--- src/common/tx_pkg.sv ---
package tx_pkg;

    // Datapath widths
    localparam int WORD_W       = 16;
    localparam int NIB_W        = 4;
    localparam int NIB_PER_WORD = WORD_W / NIB_W;
    localparam int NIB_IDX_W    = $clog2(NIB_PER_WORD);
    localparam int PHASE_W      = $clog2(WORD_W);  // One phase per serial bit

    // Input buffer, depth equals the credits upstream starts with
    localparam int FIFO_DEPTH = 4;
    localparam int PTR_W      = $clog2(FIFO_DEPTH);
    localparam int CREDIT_W   = $clog2(FIFO_DEPTH + 1);

    // Cycles from word_load to the first bit of that word on dout
    // 1 word reg, 3 wait for nib_load, 1 shift reg, 1 output reg
    localparam int SOF_DELAY = 6;

    typedef logic [WORD_W-1:0]   word_t;
    typedef logic [NIB_W-1:0]    nibble_t;
    typedef logic [PHASE_W-1:0]  phase_t;
    typedef logic [CREDIT_W-1:0] credit_t;

    localparam word_t IDLE_WORD = 16'hAAAA;  // Alternating bits keep the line toggling

    typedef enum logic {
        DRV_OFF = 1'b0,  // Pair parked at rest level
        DRV_ON  = 1'b1
    } drv_state_e;

endpackage

--- src/tx_word_fifo.sv ---
`default_nettype none

module tx_word_fifo import tx_pkg::*; (
    input  wire logic  clk_tx,
    input  wire logic  arst_n,
    input  wire word_t din,
    input  wire logic  din_valid,      // Only sent while upstream holds a credit
    input  wire logic  pop,            // Word strobe, FIFO decides if it pops
    output word_t      head,
    output logic       head_valid,
    output logic       credit_return   // One pulse per word popped
);

    word_t             mem [FIFO_DEPTH];
    logic [PTR_W-1:0]  wr_ptr;
    logic [PTR_W-1:0]  rd_ptr;
    credit_t           count;          // Occupancy 0..FIFO_DEPTH
    logic              do_pop;

    // Credits guarantee a free slot, no full check needed
    always_ff @(posedge clk_tx) begin
        if (din_valid) begin
            mem[wr_ptr] <= din;
        end
    end

    assign head_valid = (count != '0);
    assign head       = mem[rd_ptr];  // First-word fall-through
    assign do_pop     = pop && head_valid;  // Empty slot goes out as idle instead

    always_ff @(posedge clk_tx or negedge arst_n) begin
        if (!arst_n) begin
            wr_ptr <= '0;
            rd_ptr <= '0;
        end else begin
            if (din_valid) begin
                wr_ptr <= wr_ptr + PTR_W'(1);  // Wraps, depth is a power of two
            end
            if (do_pop) begin
                rd_ptr <= rd_ptr + PTR_W'(1);
            end
        end
    end

    always_ff @(posedge clk_tx or negedge arst_n) begin
        if (!arst_n) begin
            count <= '0;
        end else begin
            case ({din_valid, do_pop})
                2'b10:   count <= count + CREDIT_W'(1);
                2'b01:   count <= count - CREDIT_W'(1);
                default: count <= count;  // Both or neither, level unchanged
            endcase
        end
    end

    // Credit goes back the cycle after the slot frees up
    always_ff @(posedge clk_tx or negedge arst_n) begin
        if (!arst_n) begin
            credit_return <= 1'b0;
        end else begin
            credit_return <= do_pop;
        end
    end

endmodule

`default_nettype wire

--- src/tx_phase_counter.sv ---
`default_nettype none

module tx_phase_counter import tx_pkg::*; (
    input  wire logic clk_tx,
    input  wire logic arst_n,
    output logic      nib_load,   // Quarter rate, every fourth bit
    output logic      word_load   // Word rate, every sixteenth bit
);

    phase_t phase;  // Bit position within the current word

    // Free running, stands in for the two divide-by-2 stages
    always_ff @(posedge clk_tx or negedge arst_n) begin
        if (!arst_n) begin
            phase <= '0;
        end else begin
            phase <= phase + PHASE_W'(1);  // 15 rolls over to 0
        end
    end

    // Last bit of each nibble
    assign nib_load = &phase[NIB_IDX_W-1:0];

    // Last bit of the word, coincides with the fourth nib_load
    assign word_load = &phase;

endmodule

`default_nettype wire

--- src/mux/hr_16t4_mux.sv ---
`default_nettype none

module hr_16t4_mux import tx_pkg::*; (
    input  wire logic  clk_tx,
    input  wire logic  arst_n,
    input  wire logic  word_load,
    input  wire logic  nib_load,
    input  wire word_t din,       // True or inverted word per lane
    output nibble_t    nib        // Nibble due at the next nib_load
);

    word_t                 din_reorder;
    word_t                 word_q;  // Nibble n held at [4n +: 4]
    logic [NIB_IDX_W-1:0]  idx;

    // MSB first, nibble n carries din bits 15-4n down to 12-4n
    always_comb begin
        for (int n = 0; n < NIB_PER_WORD; n++) begin
            din_reorder[n*NIB_W +: NIB_W] = din[WORD_W-1-n*NIB_W -: NIB_W];
        end
    end

    // Reordered word captured on the word strobe
    always_ff @(posedge clk_tx) begin
        if (word_load) begin
            word_q <= din_reorder;
        end
    end

    // word_load lands on the same edge as the last nib_load of a word
    always_ff @(posedge clk_tx or negedge arst_n) begin
        if (!arst_n) begin
            idx <= '0;
        end else if (word_load) begin
            idx <= '0;                       // Restart at the top nibble
        end else if (nib_load) begin
            idx <= idx + NIB_IDX_W'(1);
        end
    end

    // At that shared edge the old word still shows its last nibble
    assign nib = word_q[idx*NIB_W +: NIB_W];

endmodule

`default_nettype wire

--- src/mux/qr_4t1_mux.sv ---
`default_nettype none

module qr_4t1_mux import tx_pkg::*; (
    input  wire logic    clk_tx,
    input  wire logic    arst_n,
    input  wire logic    nib_load,
    input  wire nibble_t nib,
    output logic         data      // Serial bit, nibble bit 3 first
);

    nibble_t sr;
    logic    primed;  // Set once the first nibble has been captured

    // Loads on nib_load, shifts one bit per cycle otherwise
    always_ff @(posedge clk_tx) begin
        if (nib_load) begin
            sr <= nib;
        end else begin
            sr <= {sr[NIB_W-2:0], 1'b0};  // Left shift, top bit goes out
        end
    end

    always_ff @(posedge clk_tx or negedge arst_n) begin
        if (!arst_n) begin
            primed <= 1'b0;
        end else if (nib_load) begin
            primed <= 1'b1;
        end
    end

    // Known low until the first nibble arrives
    assign data = primed & sr[NIB_W-1];

endmodule

`default_nettype wire

--- src/tx_output_driver.sv ---
`default_nettype none

module tx_output_driver import tx_pkg::*; (
    input  wire logic clk_tx,
    input  wire logic arst_n,
    input  wire logic en_drv,
    input  wire logic pol_inv,       // Swap the two legs of the pair
    input  wire logic word_load,
    input  wire logic word_is_data,  // Low when the slot carries IDLE_WORD
    input  wire logic din_p,
    input  wire logic din_n,
    output logic      sof,           // First bit of a data word
    output logic      dout_p,
    output logic      dout_n
);

    drv_state_e              state;
    logic [SOF_DELAY-2:0]    wl_pipe;   // word_load delayed, marks word starts
    logic [SOF_DELAY-2:0]    dat_pipe;  // Same, data words only
    logic                    drv_on_nxt;

    always_ff @(posedge clk_tx or negedge arst_n) begin
        if (!arst_n) begin
            wl_pipe  <= '0;
            dat_pipe <= '0;
        end else begin
            wl_pipe  <= {wl_pipe[SOF_DELAY-3:0], word_load};
            dat_pipe <= {dat_pipe[SOF_DELAY-3:0], word_load & word_is_data};
        end
    end

    // en_drv takes effect only where a word starts on the pair
    // Also keeps the unfilled lanes after reset off the line
    assign drv_on_nxt = wl_pipe[SOF_DELAY-2] ? en_drv : (state == DRV_ON);

    always_ff @(posedge clk_tx or negedge arst_n) begin
        if (!arst_n) begin
            state <= DRV_OFF;
        end else begin
            state <= drv_on_nxt ? DRV_ON : DRV_OFF;
        end
    end

    always_ff @(posedge clk_tx or negedge arst_n) begin
        if (!arst_n) begin
            dout_p <= 1'b0;  // Rest level
            dout_n <= 1'b1;
            sof    <= 1'b0;
        end else if (drv_on_nxt) begin
            dout_p <= pol_inv ? din_n : din_p;
            dout_n <= pol_inv ? din_p : din_n;
            sof    <= dat_pipe[SOF_DELAY-2];
        end else begin
            dout_p <= 1'b0;
            dout_n <= 1'b1;
            sof    <= 1'b0;
        end
    end

endmodule

`default_nettype wire

--- src/tx_top.sv ---
`default_nettype none

module tx_top import tx_pkg::*; (
    input  wire logic  clk_tx,         // Bit-rate clock
    input  wire logic  arst_n,
    input  wire word_t din,
    input  wire logic  din_valid,
    input  wire logic  en_drv,
    input  wire logic  pol_inv,
    output wire logic  credit_return,  // One credit back per word sent
    output wire logic  sof,
    output wire logic  dout_p,
    output wire logic  dout_n
);

    // Timing strobes
    wire logic nib_load;
    wire logic word_load;

    // FIFO head
    word_t     head;
    wire logic head_valid;

    // Word handed to both lanes, idle pattern when starved
    word_t     lane_word;
    assign lane_word = head_valid ? head : IDLE_WORD;

    nibble_t   qr_data_p;  // 16 to 4 output, true lane
    nibble_t   qr_data_n;  // 16 to 4 output, complement lane
    wire logic mtb_p;      // Mux to driver, true
    wire logic mtb_n;      // Mux to driver, complement

    tx_word_fifo fifo_i (
        .clk_tx        (clk_tx),
        .arst_n        (arst_n),
        .din           (din),
        .din_valid     (din_valid),
        .pop           (word_load),   // Pops only if a word is waiting
        .head          (head),
        .head_valid    (head_valid),
        .credit_return (credit_return)
    );

    tx_phase_counter phase_i (
        .clk_tx    (clk_tx),
        .arst_n    (arst_n),
        .nib_load  (nib_load),
        .word_load (word_load)
    );

    // True lane
    hr_16t4_mux hr_mux_16t4_0 (
        .clk_tx    (clk_tx),
        .arst_n    (arst_n),
        .word_load (word_load),
        .nib_load  (nib_load),
        .din       (lane_word),
        .nib       (qr_data_p)
    );

    qr_4t1_mux qr_mux_4t1_0 (
        .clk_tx   (clk_tx),
        .arst_n   (arst_n),
        .nib_load (nib_load),
        .nib      (qr_data_p),
        .data     (mtb_p)
    );

    // Complement lane, separate chain so a fault breaks the pair
    hr_16t4_mux hr_mux_16t4_1 (
        .clk_tx    (clk_tx),
        .arst_n    (arst_n),
        .word_load (word_load),
        .nib_load  (nib_load),
        .din       (~lane_word),  // Inverted for the n leg
        .nib       (qr_data_n)
    );

    qr_4t1_mux qr_mux_4t1_1 (
        .clk_tx   (clk_tx),
        .arst_n   (arst_n),
        .nib_load (nib_load),
        .nib      (qr_data_n),
        .data     (mtb_n)
    );

    tx_output_driver drv_i (
        .clk_tx       (clk_tx),
        .arst_n       (arst_n),
        .en_drv       (en_drv),
        .pol_inv      (pol_inv),
        .word_load    (word_load),
        .word_is_data (head_valid),   // Sampled with word_load
        .din_p        (mtb_p),
        .din_n        (mtb_n),
        .sof          (sof),
        .dout_p       (dout_p),
        .dout_n       (dout_n)
    );

endmodule

`default_nettype wire

--- config.mk ---
export PLATFORM = sky130hd
export DESIGN_NAME = tx_top
export DESIGN_NICKNAME = d
export VERILOG_FILES = /design/src/common/tx_pkg.sv /design/src/tx_word_fifo.sv /design/src/tx_phase_counter.sv /design/src/mux/hr_16t4_mux.sv /design/src/mux/qr_4t1_mux.sv /design/src/tx_output_driver.sv /design/src/tx_top.sv
export SDC_FILE = /design/constraint.sdc
export NUM_CORES = 1
export LEC_CHECK = 0
export ABC_AREA = 1
export BUFFER_PORTS_ARGS = -buffer_cell sky130_fd_sc_hd__buf_2
export CORE_ASPECT_RATIO = 0.75
export CORE_MARGIN = 1
export CORE_UTILIZATION = 54
export DETAILED_ROUTE_END_ITERATION = 12
export GPL_ROUTABILITY_DRIVEN = 0
export HOLD_SLACK_MARGIN = 0.03
export PLACE_DENSITY = 0.71
export SLEW_MARGIN = 20
export SYNTH_ARGS = -nofsm -noshare
export SYNTH_HDL_FRONTEND = slang
export SYNTH_SLANG_ARGS = --single-unit
--- constraint.sdc ---
create_clock -name clk_tx -period 4.47 [get_ports clk_tx]
set_input_delay 1.341 -clock clk_tx [delete_from_list [all_inputs] [get_ports clk_tx]]
set_output_delay 1.341 -clock clk_tx [all_outputs]
set_load 0.05 [all_outputs]
Yosys cells after proc, flatten, opt, wreduce, memory -nomap -nowiden

Memories as Yosys holds them, arrays and structs flattened.
Cells that the tools add are included.

Reductions and logical operators: 6
Mux-type cells: 17
Shifts and indexed selects: 2
Equality and inequality tests: 2
Bitwise operators: 4
Add/sub/neg operators: 7

Operators by type and width:

| cell                                             | count |
|---|---|
| indexed part select 16 x 5 -> 4 bit              | 2 |
| two-way mux 16 bit                               | 1 |
| inverter 16 bit                                  | 1 |
| two-way mux 1 bit                                | 9 |
| adder 2 x 1 -> 2 bit, second input constant      | 4 |
| two-way mux 2 bit                                | 4 |
| two-way mux 4 bit                                | 2 |
| case mux 3 bit (2 select lines)                  | 1 |
| adder 4 x 1 -> 4 bit, second input constant      | 1 |
| AND reduction 4 bit                              | 1 |
| nonzero test 2 bit                               | 2 |
| adder 3 x 1 -> 3 bit, second input constant      | 1 |
| bitwise AND 1 bit                                | 3 |
| nonzero test 3 bit                               | 1 |
| subtractor 3 x 1 -> 3 bit, second input constant | 1 |
| == test 2 x 1 -> 1 bit, second input constant    | 1 |
| == test 2 bit, second input constant             | 1 |
| AND reduction 2 bit                              | 1 |
| logical AND 1 bit                                | 1 |

Memories: 1
Input bits: 21
Bits in registers: 71
RAM bits: 64

Memory list:

| name       | words | bits a word | rd ports | clocked after memory_dff | write ports | line               | text |
|---|---|---|---|---|---|---|---|
| fifo_i.mem | 4     | 16          | 1        | 0                        | 1           | tx_word_fifo.sv:14 | `word_t mem [FIFO_DEPTH];` |

Longest topological paths before layout

Gate-level depths: netlist of run 1.

Depth in word-level cells: 4
Mapped depth: 13
Depth with buffers taken out: 12

Modules after synthesis

Synthesis of run 1 repeated with hierarchy kept, for this count alone.

Cells, all modules: 515
Area, all modules: 5667.9 µm²

By module, submodules not included:

| module           | instances | area each (µm²) | cells an instance |
|---|---|---|---|
| tx_word_fifo     | 1         | 3031.7          | 244 |
| hr_16t4_mux      | 2         | 765.7           | 72 |
| tx_output_driver | 1         | 421.7           | 30 |
| qr_4t1_mux       | 2         | 163.9           | 20 |
| tx_top           | 1         | 200.2           | 43 |
| tx_phase_counter | 1         | 155.1           | 14 |

Least setup slack after synthesis of run 1

Ideal clock, no wire load.

Path type: reg2reg
Start point: register phase_i.phase[0]
End point: register fifo_i.count[2]
Arrival: 2461 ps
Cell stages (with the launch flop): 13
Setup slack: 1885 ps
Required time: 4346 ps
Cells stage by stage: dfrtp_1 ha_1 buf_4 nand2_2 nor2_4 nand2_1 inv_1 ha_1 inv_1 fa_1 nand2_1 nand3_1 xor2_1

Longest elaborated chain between the ends: 4
Elaborated cells between the ends (all ways): 6

RTL lines:

| what                                                                  | line                   | text |
|---|---|---|
| from (decl)                                                           | tx_phase_counter.sv:10 | `phase_t phase;` |
| from (signal assigned)                                                | tx_phase_counter.sv:17 | `phase <= phase + PHASE_W'(1);` |
| AND reduction 4 bit *                                                 | tx_phase_counter.sv:25 | `assign word_load = &phase;` |
| named net drv_i.word_load                                             | tx_output_driver.sv:8  | `input wire logic word_load,` |
| logical AND 1 bit *                                                   | tx_word_fifo.sv:29     | `assign do_pop = pop && head_valid;` |
| named net fifo_i.do_pop                                               | tx_word_fifo.sv:18     | `logic do_pop;` |
| == test 2 x 1 -> 1 bit or == test 2 bit (tied branches)               | tx_word_fifo.sv:49     | `case ({din_valid, do_pop})` |
| case mux 3 bit (2 select lines) or nonzero test 2 bit (tied branches) | -                      |  |
| to (signal assigned)                                                  | tx_word_fifo.sv:50     | `2'b10: count <= count + CREDIT_W'(1);` |
| to (signal assigned)                                                  | tx_word_fifo.sv:51     | `2'b01: count <= count - CREDIT_W'(1);` |
| to (signal assigned)                                                  | tx_word_fifo.sv:52     | `default: count <= count;` |
| to (decl)                                                             | tx_word_fifo.sv:17     | `credit_t count;` |

Mark *: on every way through the listed nets, which the timed path passes. The rest lies on a longest branch.
A chain may end at the register's enable or synchronous reset.

Worst setup path after layout of run 1

Same ends and word-level chain as after synthesis.

==> results.rst, run 1 <==
.. list-table::
   :header-rows: 1

   * - Metric
     - Value
   * - Result of the run
     - finished clean
   * - Vias in the first global route
     - 3,128
   * - Clk pin slew, worst setup/hold paths
     - 0.06 ns
   * - Area share of the largest cell type after synthesis
     - 0.520
   * - Worst slack, placed
     - 1.73 ns
   * - Cell class contributing the biggest share of worst-path delay
     - adder cells
   * - Area enclosed by the die boundary
     - 10,700 µm²
   * - Final ANT Viol Nets
     - 0
   * - Syn Area/Cell
     - 11.1 µm²
   * - Highest-delay cell along the critical path
     - dfrtp_1
   * - Cell breakdown of the critical path
     - ha_1, nand2_2, nor2_4, buf_4, nand2_1, inv_1, ha_1, inv_1, fa_1, nand2_1, nand3_1, xor2_1
   * - Total number of nets in the final design
     - 559
   * - Register-to-Register Setup Slack
     - 1.74 ns
   * - MaxCap Viol Count
     - 0
   * - TritonCTS clock tree
     - built
   * - Clock skew
     - 0.0117 ns
   * - Biggest area contributors in the synthesized netlist
     - edfxtp_1 (52%), dfrtp_1 (13%), nand2_1 (12%)
   * - Type of origin of the critical path
     - flop
   * - Stages on worst setup path
     - 12
   * - Highest net fanout along the worst path
     - 36
   * - Number of warnings reported in the yosys synthesis log
     - 0
   * - Hold/Removal Path Class
     - flop to flop
   * - Core Rows
     - 31
   * - WL per Instance
     - 13.3 µm
   * - Hold Buf Count CTS
     - 0
   * - Least-Margin Pin Slew
     - 0.758 ns
   * - Synthesized netlist net count
     - 529
   * - Input/output buffers
     - 24
   * - Routed via count
     - 3,212
   * - Gates resized, CTS repair
     - 0
   * - Antenna diode instance count
     - 0
   * - Sequential element share of the synthesized area
     - 0.685
   * - Area of the core
     - 9810 µm²
   * - Clock network latency to the later pin of the worst-skew pair
     - 0.41 ns
   * - Ratio of final minimum period to clock period
     - 0.612
   * - Share of the core filled with cells
     - 0.642
   * - Cell count after placement
     - 643
   * - Summed area of non-filler cells in the final layout
     - 6300 µm²
   * - Library cells used by synthesis
     - 29
   * - Endpoints failing setup
     - 0
   * - Max-Slew Margin vs Limit
     - 0.494
   * - Post-Syn Instances
     - 500
   * - Starting utilization of the core area
     - 0.564
   * - Largest area contributor in the netlist
     - edfxtp_1
   * - Number of max-slew violations in the final report
     - 0
   * - Unrepaired setup endpoints after global routing
     - no
   * - Synthesized area
     - 5540 µm²
   * - Critical path arrival
     - 3.02 ns
   * - Worst Slack Setup Final
     - 1.74 ns
   * - Sum of negative setup slack
     - 0 ns
   * - Crit Path Class
     - flop to flop
   * - Post-synthesis register bit count
     - 134
   * - Clock tree buffer depth
     - 2
   * - Most common cell after layout, fill and taps aside
     - nand2_1
   * - GRT Resource Usage Total
     - 0.188
   * - Worst IR Drop VDD
     - 0.000326 V
   * - Number of failing hold endpoints at the final stage
     - 0
   * - Post-CTS setup buffer count
     - 0
   * - Worst Reg2Reg Path Length in Cells
     - 12
   * - Capture instance of the worst register-to-register path
     - fifo_i.count[2]$_DFFE_PN0P_
   * - CTS buffer count
     - 17
   * - Die X
     - 119 µm
   * - PwrDens
     - 592 nW/µm²
   * - Leakage power summed over all cells
     - 2.93 nW
   * - Kind of end point of the critical path
     - flop
   * - Die Span Y
     - 89.7 µm
   * - Drt first pass iters
     - 4
   * - Initial antenna violation count
     - 0
   * - Sum of overflow across all layers after global routing
     - 0
   * - Worst Path Buf+Inv
     - 3
   * - Violation count after the first detailed-route iteration
     - 175
   * - Pin count of the biggest net entering global routing
     - 43
   * - Highest-count cells in the layout ignoring fill and taps
     - nand2_1 (173), edfxtp_1 (96), inv_1 (83)
   * - Placement Cell Area
     - 5720 µm²
   * - Endpoint with the worst hold slack
     - drv_i.dat_pipe[2]$_DFF_PN0_
   * - Number of standard cells in the layout, taps in and fillers out
     - 675
   * - Top-Level Pins
     - 25
   * - H-tree levels
     - 4
   * - Detailed placer's ending HPWL
     - 5.66 mm
   * - DRC viols
     - 0
   * - Clk sink count
     - 134
   * - Fill cells
     - 750
   * - Launch instance of the worst min-delay path
     - drv_i.dat_pipe[1]$_DFF_PN0_
   * - First-pass GRT wire length
     - 15.2 mm
   * - Share of cells above drive strength 1
     - 0.158
   * - Final Routed Wirelength
     - 9.00 mm
   * - Worst stage delay on the critical path
     - 0.41 ns
   * - Reg-to-reg critical path startpoint
     - phase_i.phase[0]$_DFF_PN0_
   * - Buffer cell driving the clock tree root
     - clkbuf_16
   * - Depth of the worst hold-timing path
     - 0
   * - Vias per inst
     - 4.76
   * - Area Overhead vs Synth
     - 13.8%
   * - Highest attainable clock frequency
     - 366 MHz
   * - Period minus WS final
     - 2.73 ns
   * - Required @ worst endpoint
     - 4.76 ns
[cell usage after synthesis, drive strengths merged]
master	n
nand2	178
edfxtp	96
inv	95
nand3	38
dfrtp	29
buf	14
dfxtp	8
o211ai	8
ha	7
xor2	7
a21oi	5
o21ai	5
a21boi	2
nor2	2
xnor2	2
clkbuf	1
dfstp	1
fa	1
or2	1
[area by class of cell]
class	count	area, µm²	area share
well taps	132	165	0.0262
clock inverters	10	60.1	0.00953
inverters	95	364	0.0577
flip-flops and latches	134	3790	0.602
multi-input cells	256	1260	0.199
clock buffers	22	529	0.0839
repair buffers	26	135	0.0214
[worst max path at each step]
stage                                          start                           to  slack, ns
after CTS                 phase_i.phase[0]$_DFF_PN0_  fifo_i.count[2]$_DFFE_PN0P_       1.71
after detailed placement  phase_i.phase[0]$_DFF_PN0_  fifo_i.count[2]$_DFFE_PN0P_       1.73
after global placement    phase_i.phase[0]$_DFF_PN0_  fifo_i.count[2]$_DFFE_PN0P_       1.85
after global routing      phase_i.phase[0]$_DFF_PN0_  fifo_i.count[2]$_DFFE_PN0P_       1.44
final                     phase_i.phase[0]$_DFF_PN0_  fifo_i.count[2]$_DFFE_PN0P_       1.74
after floorplan           phase_i.phase[0]$_DFF_PN0_  fifo_i.count[2]$_DFFE_PN0P_       1.88
[per-layer routing]
layer / part of all wire / GRT usage / vias up
met3: 0.030 / 0.0590 / 9
met1: 0.49 / 0.252 / 1508
li1: - / - / 1645
met4: 0.0091 / 0.0675 / 0
met2: 0.47 / 0.292 / 50
met5: 0 / 0 / -
[flip-flops by register name (all words and copies together) (netlist names), 2 cells and up]
| signal | count |
|---|---|
| fifo_i.wr_ptr | 2 |
| fifo_i.mem | 64 |
| phase_i.phase | 4 |
| qr_mux_4t1_0.sr | 4 |
| qr_mux_4t1_1.sr | 4 |
| hr_mux_16t4_0.idx | 2 |
| hr_mux_16t4_0.word_q | 16 |
| hr_mux_16t4_1.idx | 2 |
| drv_i.wl_pipe | 5 |
| fifo_i.count | 3 |
| hr_mux_16t4_1.word_q | 16 |
| drv_i.dat_pipe | 5 |
| fifo_i.rd_ptr | 2 |
[where the power goes]
group	total (mW)	internal [mW]	switching, mW
clock	1.33	0.839	0.496
sequential	1.64	1.57	0.0741
combinational	0.753	0.220	0.534
total	3.73	2.63	1.10
[kinds of logic (layout without fill, tap and decap cells)]
| logic type | Yosys count | in the layout | share of synthesized area |
|---|---|---|---|
| DFF | 134 | 134 | 0.685 |
| buffers and inverters | 110 | 153 | 0.0881 |
| adders and majority gates | 8 | 8 | 0.0194 |
| xor gates and xnor gates | 9 | 9 | 0.0142 |
| AOI/OAI and AO/OA | 20 | 20 | 0.0226 |
| and+or+nand+nor | 219 | 219 | 0.171 |
[per-stage QoR]
step	hold WS, ns	power, mW
2_1_floorplan	0.331	2.28
3_3_place_gp	0.332	2.39
3_5_place_dp	0.336	2.42
4_1_cts	0.349	3.76
5_1_grt	0.350	3.92
6_report	0.343	3.73
Note: power is estimated with default switching activity, not from simulation.
==> run 2, diff against run 1 <==
==> constraint.sdc (replaced) <==
create_clock -name clk_tx -period 2.68 [get_ports clk_tx]
set_input_delay 0.804 -clock clk_tx [delete_from_list [all_inputs] [get_ports clk_tx]]
set_output_delay 0.804 -clock clk_tx [all_outputs]
set_load 0.05 [all_outputs]
==> run 2 against run 1 <==
- combinational power up 73%
- sequential cell count did not move
- design area increased by 1.3%
- routed wire length grew 6.9%
- first-iteration DRC count rose by 33%
- cell count is 0.44% higher
- sequential power increased by 69%
- clock-buffer cell count decreased by 5
- global-route usage grew 1.0 points
- largest power group unchanged
- highest routed layer unchanged
==> results.rst, run 2 (synthesized netlist as in run 1, its figures left out) <==
.. list-table::
   :header-rows: 1

   * - Metric
     - Value
   * - Core Rows
     - 31
   * - MaxCap Viol Count
     - 0
   * - Initial antenna violation count
     - 0
   * - Drt first pass iters
     - 4
   * - Reg-to-reg critical path startpoint
     - phase_i.phase[0]$_DFF_PN0_
   * - Cell class contributing the biggest share of worst-path delay
     - adder cells
   * - Beginning of the critical path
     - phase_i.phase[0]$_DFF_PN0_
   * - Post-CTS setup buffer count
     - 0
   * - Number of max-slew violations in the final report
     - 0
   * - Highest attainable clock frequency
     - 437 MHz
   * - Highest net fanout along the worst path
     - 10
   * - Die X
     - 119 µm
   * - Worst Path Buf+Inv
     - 2
   * - Kind of end point of the critical path
     - flop
   * - Violation count after the first detailed-route iteration
     - 232
   * - Clk pin slew, worst setup/hold paths
     - 0.06 ns
   * - WL per Instance
     - 14.2 µm
   * - Number of standard cells in the layout, taps in and fillers out
     - 678
   * - Least-Margin Pin Slew
     - 0.825 ns
   * - Most flop-heavy register
     - fifo_i.mem
   * - Die Span Y
     - 89.7 µm
   * - Area Overhead vs Synth
     - 15.2%
   * - Area of the core
     - 9810 µm²
   * - First-pass GRT wire length
     - 15.7 mm
   * - Starting utilization of the core area
     - 0.564
   * - GRT Resource Usage Total
     - 0.198
   * - Worst stage delay on the critical path
     - 0.39 ns
   * - Detailed placer's ending HPWL
     - 5.91 mm
   * - Number of failing hold endpoints at the final stage
     - 0
   * - TritonCTS clock tree
     - built
   * - Most common cell after layout, fill and taps aside
     - nand2_1
   * - Sum of overflow across all layers after global routing
     - 0
   * - Worst IR Drop VDD
     - 0.000565 V
   * - Buffer cell driving the clock tree root
     - clkbuf_16
   * - Launch instance of the worst min-delay path
     - drv_i.wl_pipe[2]$_DFF_PN0_
   * - Vias per inst
     - 4.90
   * - Leakage power summed over all cells
     - 2.96 nW
   * - Unrepaired setup endpoints after global routing
     - no
   * - Crit Path Class
     - flop to flop
   * - Number of flip-flops under the largest register name
     - 64
   * - Final ANT Viol Nets
     - 0
   * - Vias in the first global route
     - 3,226
   * - Top flop regs
     - fifo_i.mem (64), hr_mux_16t4_0.word_q (16), hr_mux_16t4_1.word_q (16)
   * - H-tree levels
     - 4
   * - Cell breakdown of the critical path
     - ha_1, nand2_2, nor2_4, nand2_1, inv_1, ha_1, inv_1, fa_1, nand2_1, nand3_1, xor2_1
   * - Antenna diode instance count
     - 0
   * - PwrDens
     - 1020 nW/µm²
   * - Worst Reg2Reg Path Length in Cells
     - 11
   * - Share of cells above drive strength 1
     - 0.165
   * - Clock tree buffer depth
     - 2
   * - Clk sink count
     - 134
   * - DRC viols
     - 0
   * - Endpoints failing setup
     - 0
   * - Depth of the worst hold-timing path
     - 0
   * - Hold/Removal Path Class
     - flop to flop
   * - Required @ worst endpoint
     - 2.97 ns
   * - Gates resized, CTS repair
     - 0
   * - Routed via count
     - 3,323
   * - Sum of negative setup slack
     - 0 ns
   * - Clock skew
     - 0.0105 ns
   * - Clock network latency to the later pin of the worst-skew pair
     - 0.41 ns
   * - Total number of nets in the final design
     - 563
   * - Hold Buf Count CTS
     - 0
   * - Cell count after placement
     - 647
   * - Summed area of non-filler cells in the final layout
     - 6380 µm²
   * - Critical path arrival
     - 2.58 ns
   * - Result of the run
     - finished clean
   * - Pin count of the biggest net entering global routing
     - 36
   * - Area enclosed by the die boundary
     - 10,700 µm²
   * - Type of origin of the critical path
     - flop
   * - Highest-delay cell along the critical path
     - dfrtp_1
   * - Ratio of final minimum period to clock period
     - 0.855
   * - Placement Cell Area
     - 5760 µm²
   * - Input/output buffers
     - 24
   * - Stages on worst setup path
     - 11
   * - Final Routed Wirelength
     - 9.62 mm
   * - CTS buffer count
     - 17
   * - Top-Level Pins
     - 25
   * - Total power after layout
     - 6.51 mW
   * - Highest-count cells in the layout ignoring fill and taps
     - nand2_1 (173), edfxtp_1 (96), inv_1 (83)
   * - Period minus WS final
     - 2.29 ns
   * - Max-Slew Margin vs Limit
     - 0.450
## run 2: changes by cell type in the layout (fill, tap and decap cells not counted), sizes merged
cell | previous run | this run
bufinv | 0 | 4
inv | 98 | 99
clkinvlp | 0 | 2
clkinv | 7 | 4
clkbuf | 22 | 17
buf | 26 | 30
## run 2: layer usage
layer  wire length, µm  track usage
met1              4540        0.272
met5                 0            0
met3               377       0.0552
met2              4620        0.305
met4                72       0.0728
## run 2: where the power goes
group | leakage, nW | internal (mW) | switching (mW) | total, mW
Sequential | 1.32 | 2.61 | 0.156 | 2.77
Clock | 0.302 | 1.56 | 0.869 | 2.43
Combinational | 1.34 | 0.409 | 0.895 | 1.30
## run 2: path summary, 6_finish.rpt
kind | slack, ns | end
worst max register to register | 0.39 | fifo_i.count[2]$_DFFE_PN0P_
worst min-delay path | 0.35 | drv_i.wl_pipe[3]$_DFF_PN0_
worst max-delay path | 0.39 | fifo_i.count[2]$_DFFE_PN0P_
worst min register to register | 0.35 | drv_i.wl_pipe[3]$_DFF_PN0_
min in group asynchronous | 0.42 | hr_mux_16t4_0.idx[0]$_DFFE_PN0P_
max in group asynchronous | 1.84 | drv_i.dat_pipe[0]$_DFF_PN0_
## run 2: area by class of cell
type,count,area [µm²]
Clock buffer,17,425
Timing Repair Buffer,30,178
Fill cell,752,3430
Tap cell,132,165
Sequential cell,134,3790
Inverter,95,364
Clock inverter,14,200
Multi-Input combinational cell,256,1260
## run 2: metrics by stage
| step | setup slack [ns] | util | hold slack [ns] |
|---|---|---|---|
| CTS | 0.405 | 0.651 | 0.351 |
| global route | 0.187 | 0.651 | 0.352 |
| detailed placement | 0.424 | 0.587 | 0.338 |
| finish | 0.390 | 0.651 | 0.345 |
| global placement | 0.510 | 0.587 | 0.332 |
| floorplan | 0.0946 | - | 0.331 |
==> run 3, diff against run 2 <==
--- a/config.mk
+++ b/config.mk
@@ -17,4 +17,5 @@
 export SLEW_MARGIN = 20
 export SYNTH_ARGS = -nofsm -noshare
 export SYNTH_HDL_FRONTEND = slang
+export SYNTH_HIERARCHICAL = 1
 export SYNTH_SLANG_ARGS = --single-unit
==> run 3 against run 2 <==
- via count increased by 2.9%
- die area increased by 2.3%
- sequential share of layout area increased by 0.22 points
- worst setup slack improved by 0.15 ns
- design area increased by 0.94%
- combinational power increased by 5%
- routed wire length decreased by 0.90%
- clock power decreased by 11%
- first-iteration DRC count increased by 38%
- critical path depth increased by 1
- non-clock buffer count increased by 2
- largest cell class unchanged
==> results.rst, run 3 <==
.. list-table::
   :header-rows: 1

   * - Metric
     - Value
   * - Result of the run
     - finished clean
   * - Post-CTS setup buffer count
     - 0
   * - Switching fraction of total power
     - 0.299
   * - Post-Syn Instances
     - 515
   * - Depth of the worst hold-timing path
     - 0
   * - Cell repeated most along the worst path
     - nand2_1
   * - Total number of nets in the final design
     - 579
   * - Cell breakdown of the critical path
     - ha_4, nand2_1, nor2_4, nand2_1, inv_1, ha_1, inv_1, fa_1, nand2_1, nand3_1, nand2_1, nand2_1
   * - Most frequent cell after synthesis
     - nand2_1
   * - Area share of the largest cell type after synthesis
     - 0.509
   * - Clk pin slew, worst setup/hold paths
     - 0.05 ns
   * - Sum of overflow across all layers after global routing
     - 0
   * - Leakage power summed over all cells
     - 2.98 nW
   * - Drt first pass iters
     - 5
   * - Max-Slew Margin vs Limit
     - 0.529
   * - Sequential fraction of design power
     - 0.437
   * - Sum of negative setup slack
     - 0 ns
   * - Share of cells above drive strength 1
     - 0.154
   * - Starting utilization of the core area
     - 0.571
   * - Vias in the first global route
     - 3,286
   * - Number of warnings reported in the yosys synthesis log
     - 6
   * - Unrepaired setup endpoints after global routing
     - no
   * - Clock tree buffer depth
     - 2
   * - Total power after layout
     - 6.25 mW
   * - Most flop-heavy register
     - fifo_i/mem
   * - PwrDens
     - 971 nW/µm²
   * - CTS buffer count
     - 17
   * - Most common cell after layout, fill and taps aside
     - nand2_1
   * - Endpoint with the worst hold slack
     - drv_i/dat_pipe[3]$_DFF_PN0_
   * - Pin count of the biggest net entering global routing
     - 41
   * - Worst hold slack
     - 0.346 ns
   * - Least-Margin Pin Slew
     - 0.705 ns
   * - Top-Level Pins
     - 25
   * - Synthesized netlist net count
     - 543
   * - Highest-count cells in the layout ignoring fill and taps
     - nand2_1 (158), inv_1 (104), edfxtp_1 (96)
   * - Highest-delay cell along the critical path
     - dfrtp_1
   * - Worst IR Drop VDD
     - 0.000698 V
   * - Violation count after the first detailed-route iteration
     - 321
   * - Clock skew
     - 0.0140 ns
   * - Worst Reg2Reg Path Length in Cells
     - 12
   * - Hold Buf Count CTS
     - 0
   * - Post-synthesis register bit count
     - 136
   * - Die X
     - 120 µm
   * - Gates resized, CTS repair
     - 0
   * - Register-to-Register Setup Slack
     - 0.54 ns
   * - Biggest area contributors in the synthesized netlist
     - edfxtp_1 (51%), dfrtp_1 (14%), nand2_1 (10%)
   * - First-pass GRT wire length
     - 15.6 mm
   * - Input/output buffers
     - 24
   * - Launch instance of the worst min-delay path
     - drv_i/dat_pipe[2]$_DFF_PN0_
   * - WL per Instance
     - 13.7 µm
   * - Synthesized area
     - 5670 µm²
   * - Detailed placer's ending HPWL
     - 5.96 mm
   * - Required @ worst endpoint
     - 2.98 ns
   * - Async SR Flop Fraction
     - 0.235
   * - Number of flip-flops under the largest register name
     - 64
   * - Largest area contributor in the netlist
     - edfxtp_1
   * - MaxCap Viol Count
     - 0
   * - H-tree levels
     - 4
   * - Period minus WS final
     - 2.14 ns
   * - Sequential element share of the synthesized area
     - 0.678
   * - Hold/Removal Path Class
     - flop to flop
   * - Kind of end point of the critical path
     - flop
   * - Total net switching power
     - 1.87 mW
   * - Most used standard cells in the synthesized netlist
     - nand2_1 (158), inv_1 (104), edfxtp_1 (96)
   * - Final ANT Viol Nets
     - 0
   * - Number of enable-type register cells in the synthesized netlist
     - 96
   * - Buffer cell driving the clock tree root
     - clkbuf_16
   * - Reg-to-reg critical path startpoint
     - phase_i/phase[0]$_DFF_PN0_
   * - Number of standard cells in the layout, taps in and fillers out
     - 696
   * - GRT Resource Usage Total
     - 0.193
   * - Cell internal pwr
     - 4.38 mW
   * - Comb power frac
     - 0.217
   * - Worst stage delay on the critical path
     - 0.43 ns
   * - Vias per inst
     - 4.91
   * - Main flop type after synthesis
     - edfxtp_1
   * - Routed via count
     - 3,419
   * - Initial antenna violation count
     - 0
   * - DRC viols
     - 0
   * - Highest attainable clock frequency
     - 467 MHz
   * - Area Overhead vs Synth
     - 13.7%
   * - Final Routed Wirelength
     - 9.53 mm
   * - Number of failing hold endpoints at the final stage
     - 0
   * - Cell count after placement
     - 664
   * - TritonCTS clock tree
     - built
   * - Capture instance of the worst register-to-register path
     - fifo_i/count[2]$_DFFE_PN0P_
   * - Core Rows
     - 31
   * - Highest net fanout along the worst path
     - 20
   * - Area enclosed by the die boundary
     - 10,900 µm²
   * - Antenna diode instance count
     - 0
   * - Portion of total power attributed to the clock network
     - 0.345
   * - Library cells used by synthesis
     - 28
   * - Syn Area/Cell
     - 11.0 µm²
   * - Fill cells
     - 776
   * - Ratio of final minimum period to clock period
     - 0.800
   * - Clk sink count
     - 136
   * - Endpoints failing setup
     - 0
   * - Area of the core
     - 9930 µm²
   * - Clock network latency to the later pin of the worst-skew pair
     - 0.41 ns
   * - Crit Path Class
     - flop to flop
   * - Type of origin of the critical path
     - flop
   * - Number of max-slew violations in the final report
     - 0
   * - Top flop regs
     - fifo_i/mem (64), hr_mux_16t4_0/word_q (16), hr_mux_16t4_1/word_q (16)
   * - Die Span Y
     - 90.7 µm
   * - Critical path arrival
     - 2.44 ns
run 3: final cells by class:
cell class / instances / area [µm²] / area share
clock buffers: 22 / 497 / 0.0771
clock inverters: 10 / 62.6 / 0.00971
inverters: 114 / 428 / 0.0664
multi-input cells: 250 / 1270 / 0.197
flip-flops and latches: 136 / 3840 / 0.597
well taps: 132 / 165 / 0.0256
repair buffers: 32 / 180 / 0.0280
run 3: worst max-delay path: cells and delay by family (launching register included):
| family | cells | cell delay (ns) |
|---|---|---|
| buffers and inverters | 2 | 0.14 |
| AND/OR/NAND/NOR | 7 | 0.60 |
| adder cells (fa/ha/maj) | 3 | 0.86 |
| flip-flops | 1 | 0.43 |
run 3: kinds of logic (layout without fill, tap and decap cells):
| logic type | after synthesis | after routing | synth area share |
|---|---|---|---|
| simple gates | 205 | 205 | 0.151 |
| flops | 136 | 136 | 0.678 |
| buf+inv | 129 | 178 | 0.102 |
| compound gates | 35 | 35 | 0.0472 |
| fa+ha+maj | 7 | 7 | 0.0168 |
| xor+xnor | 3 | 3 | 0.00464 |
run 3: worst max path at each step:
| stage | startpoint | endpoint | cells past startpoint |
|---|---|---|---|
| after floorplan | phase_i/phase[0]$_DFF_PN0_ | fifo_i/count[2]$_DFFE_PN0P_ | 12 |
| after global placement | phase_i/phase[0]$_DFF_PN0_ | fifo_i/count[2]$_DFFE_PN0P_ | 12 |
| after detailed placement | phase_i/phase[0]$_DFF_PN0_ | fifo_i/count[2]$_DFFE_PN0P_ | 12 |
| after CTS | phase_i/phase[0]$_DFF_PN0_ | fifo_i/count[2]$_DFFE_PN0P_ | 12 |
| after global routing | phase_i/phase[0]$_DFF_PN0_ | fifo_i/count[2]$_DFFE_PN0P_ | 12 |
| final | phase_i/phase[0]$_DFF_PN0_ | fifo_i/count[2]$_DFFE_PN0P_ | 12 |
run 3: metrics by stage:
| stage | utilization | cell area [µm²] | setup slack [ns] |
|---|---|---|---|
| 6_report | 0.649 | 6440 | 0.537 |
| 4_1_cts | 0.649 | 6440 | 0.501 |
| 3_5_place_dp | 0.593 | 5880 | 0.490 |
| 5_1_grt | 0.649 | 6440 | 0.284 |
| 2_1_floorplan | - | 5690 | 0.0594 |
| 3_3_place_gp | 0.593 | 5880 | 0.620 |
run 3: metal layers:
| metal | track usage | wire [µm] | vias to the layer above |
|---|---|---|---|
| li1 | - | - | 1709 |
| met1 | 0.248 | 4450 | 1621 |
| met2 | 0.303 | 4490 | 78 |
| met3 | 0.0600 | 501 | 11 |
| met4 | 0.0854 | 90 | 0 |
| met5 | 0 | 0 | - |
run 3: power by group through the flow:
stage	sequential [mW]	clock (mW)	combinational, mW
after global routing	2.75	2.27	1.56
final	2.73	2.16	1.36
after CTS	2.74	2.20	1.37
after floorplan	2.76	0	1.11
after detailed placement	2.78	0	1.36
after global placement	2.77	0	1.30
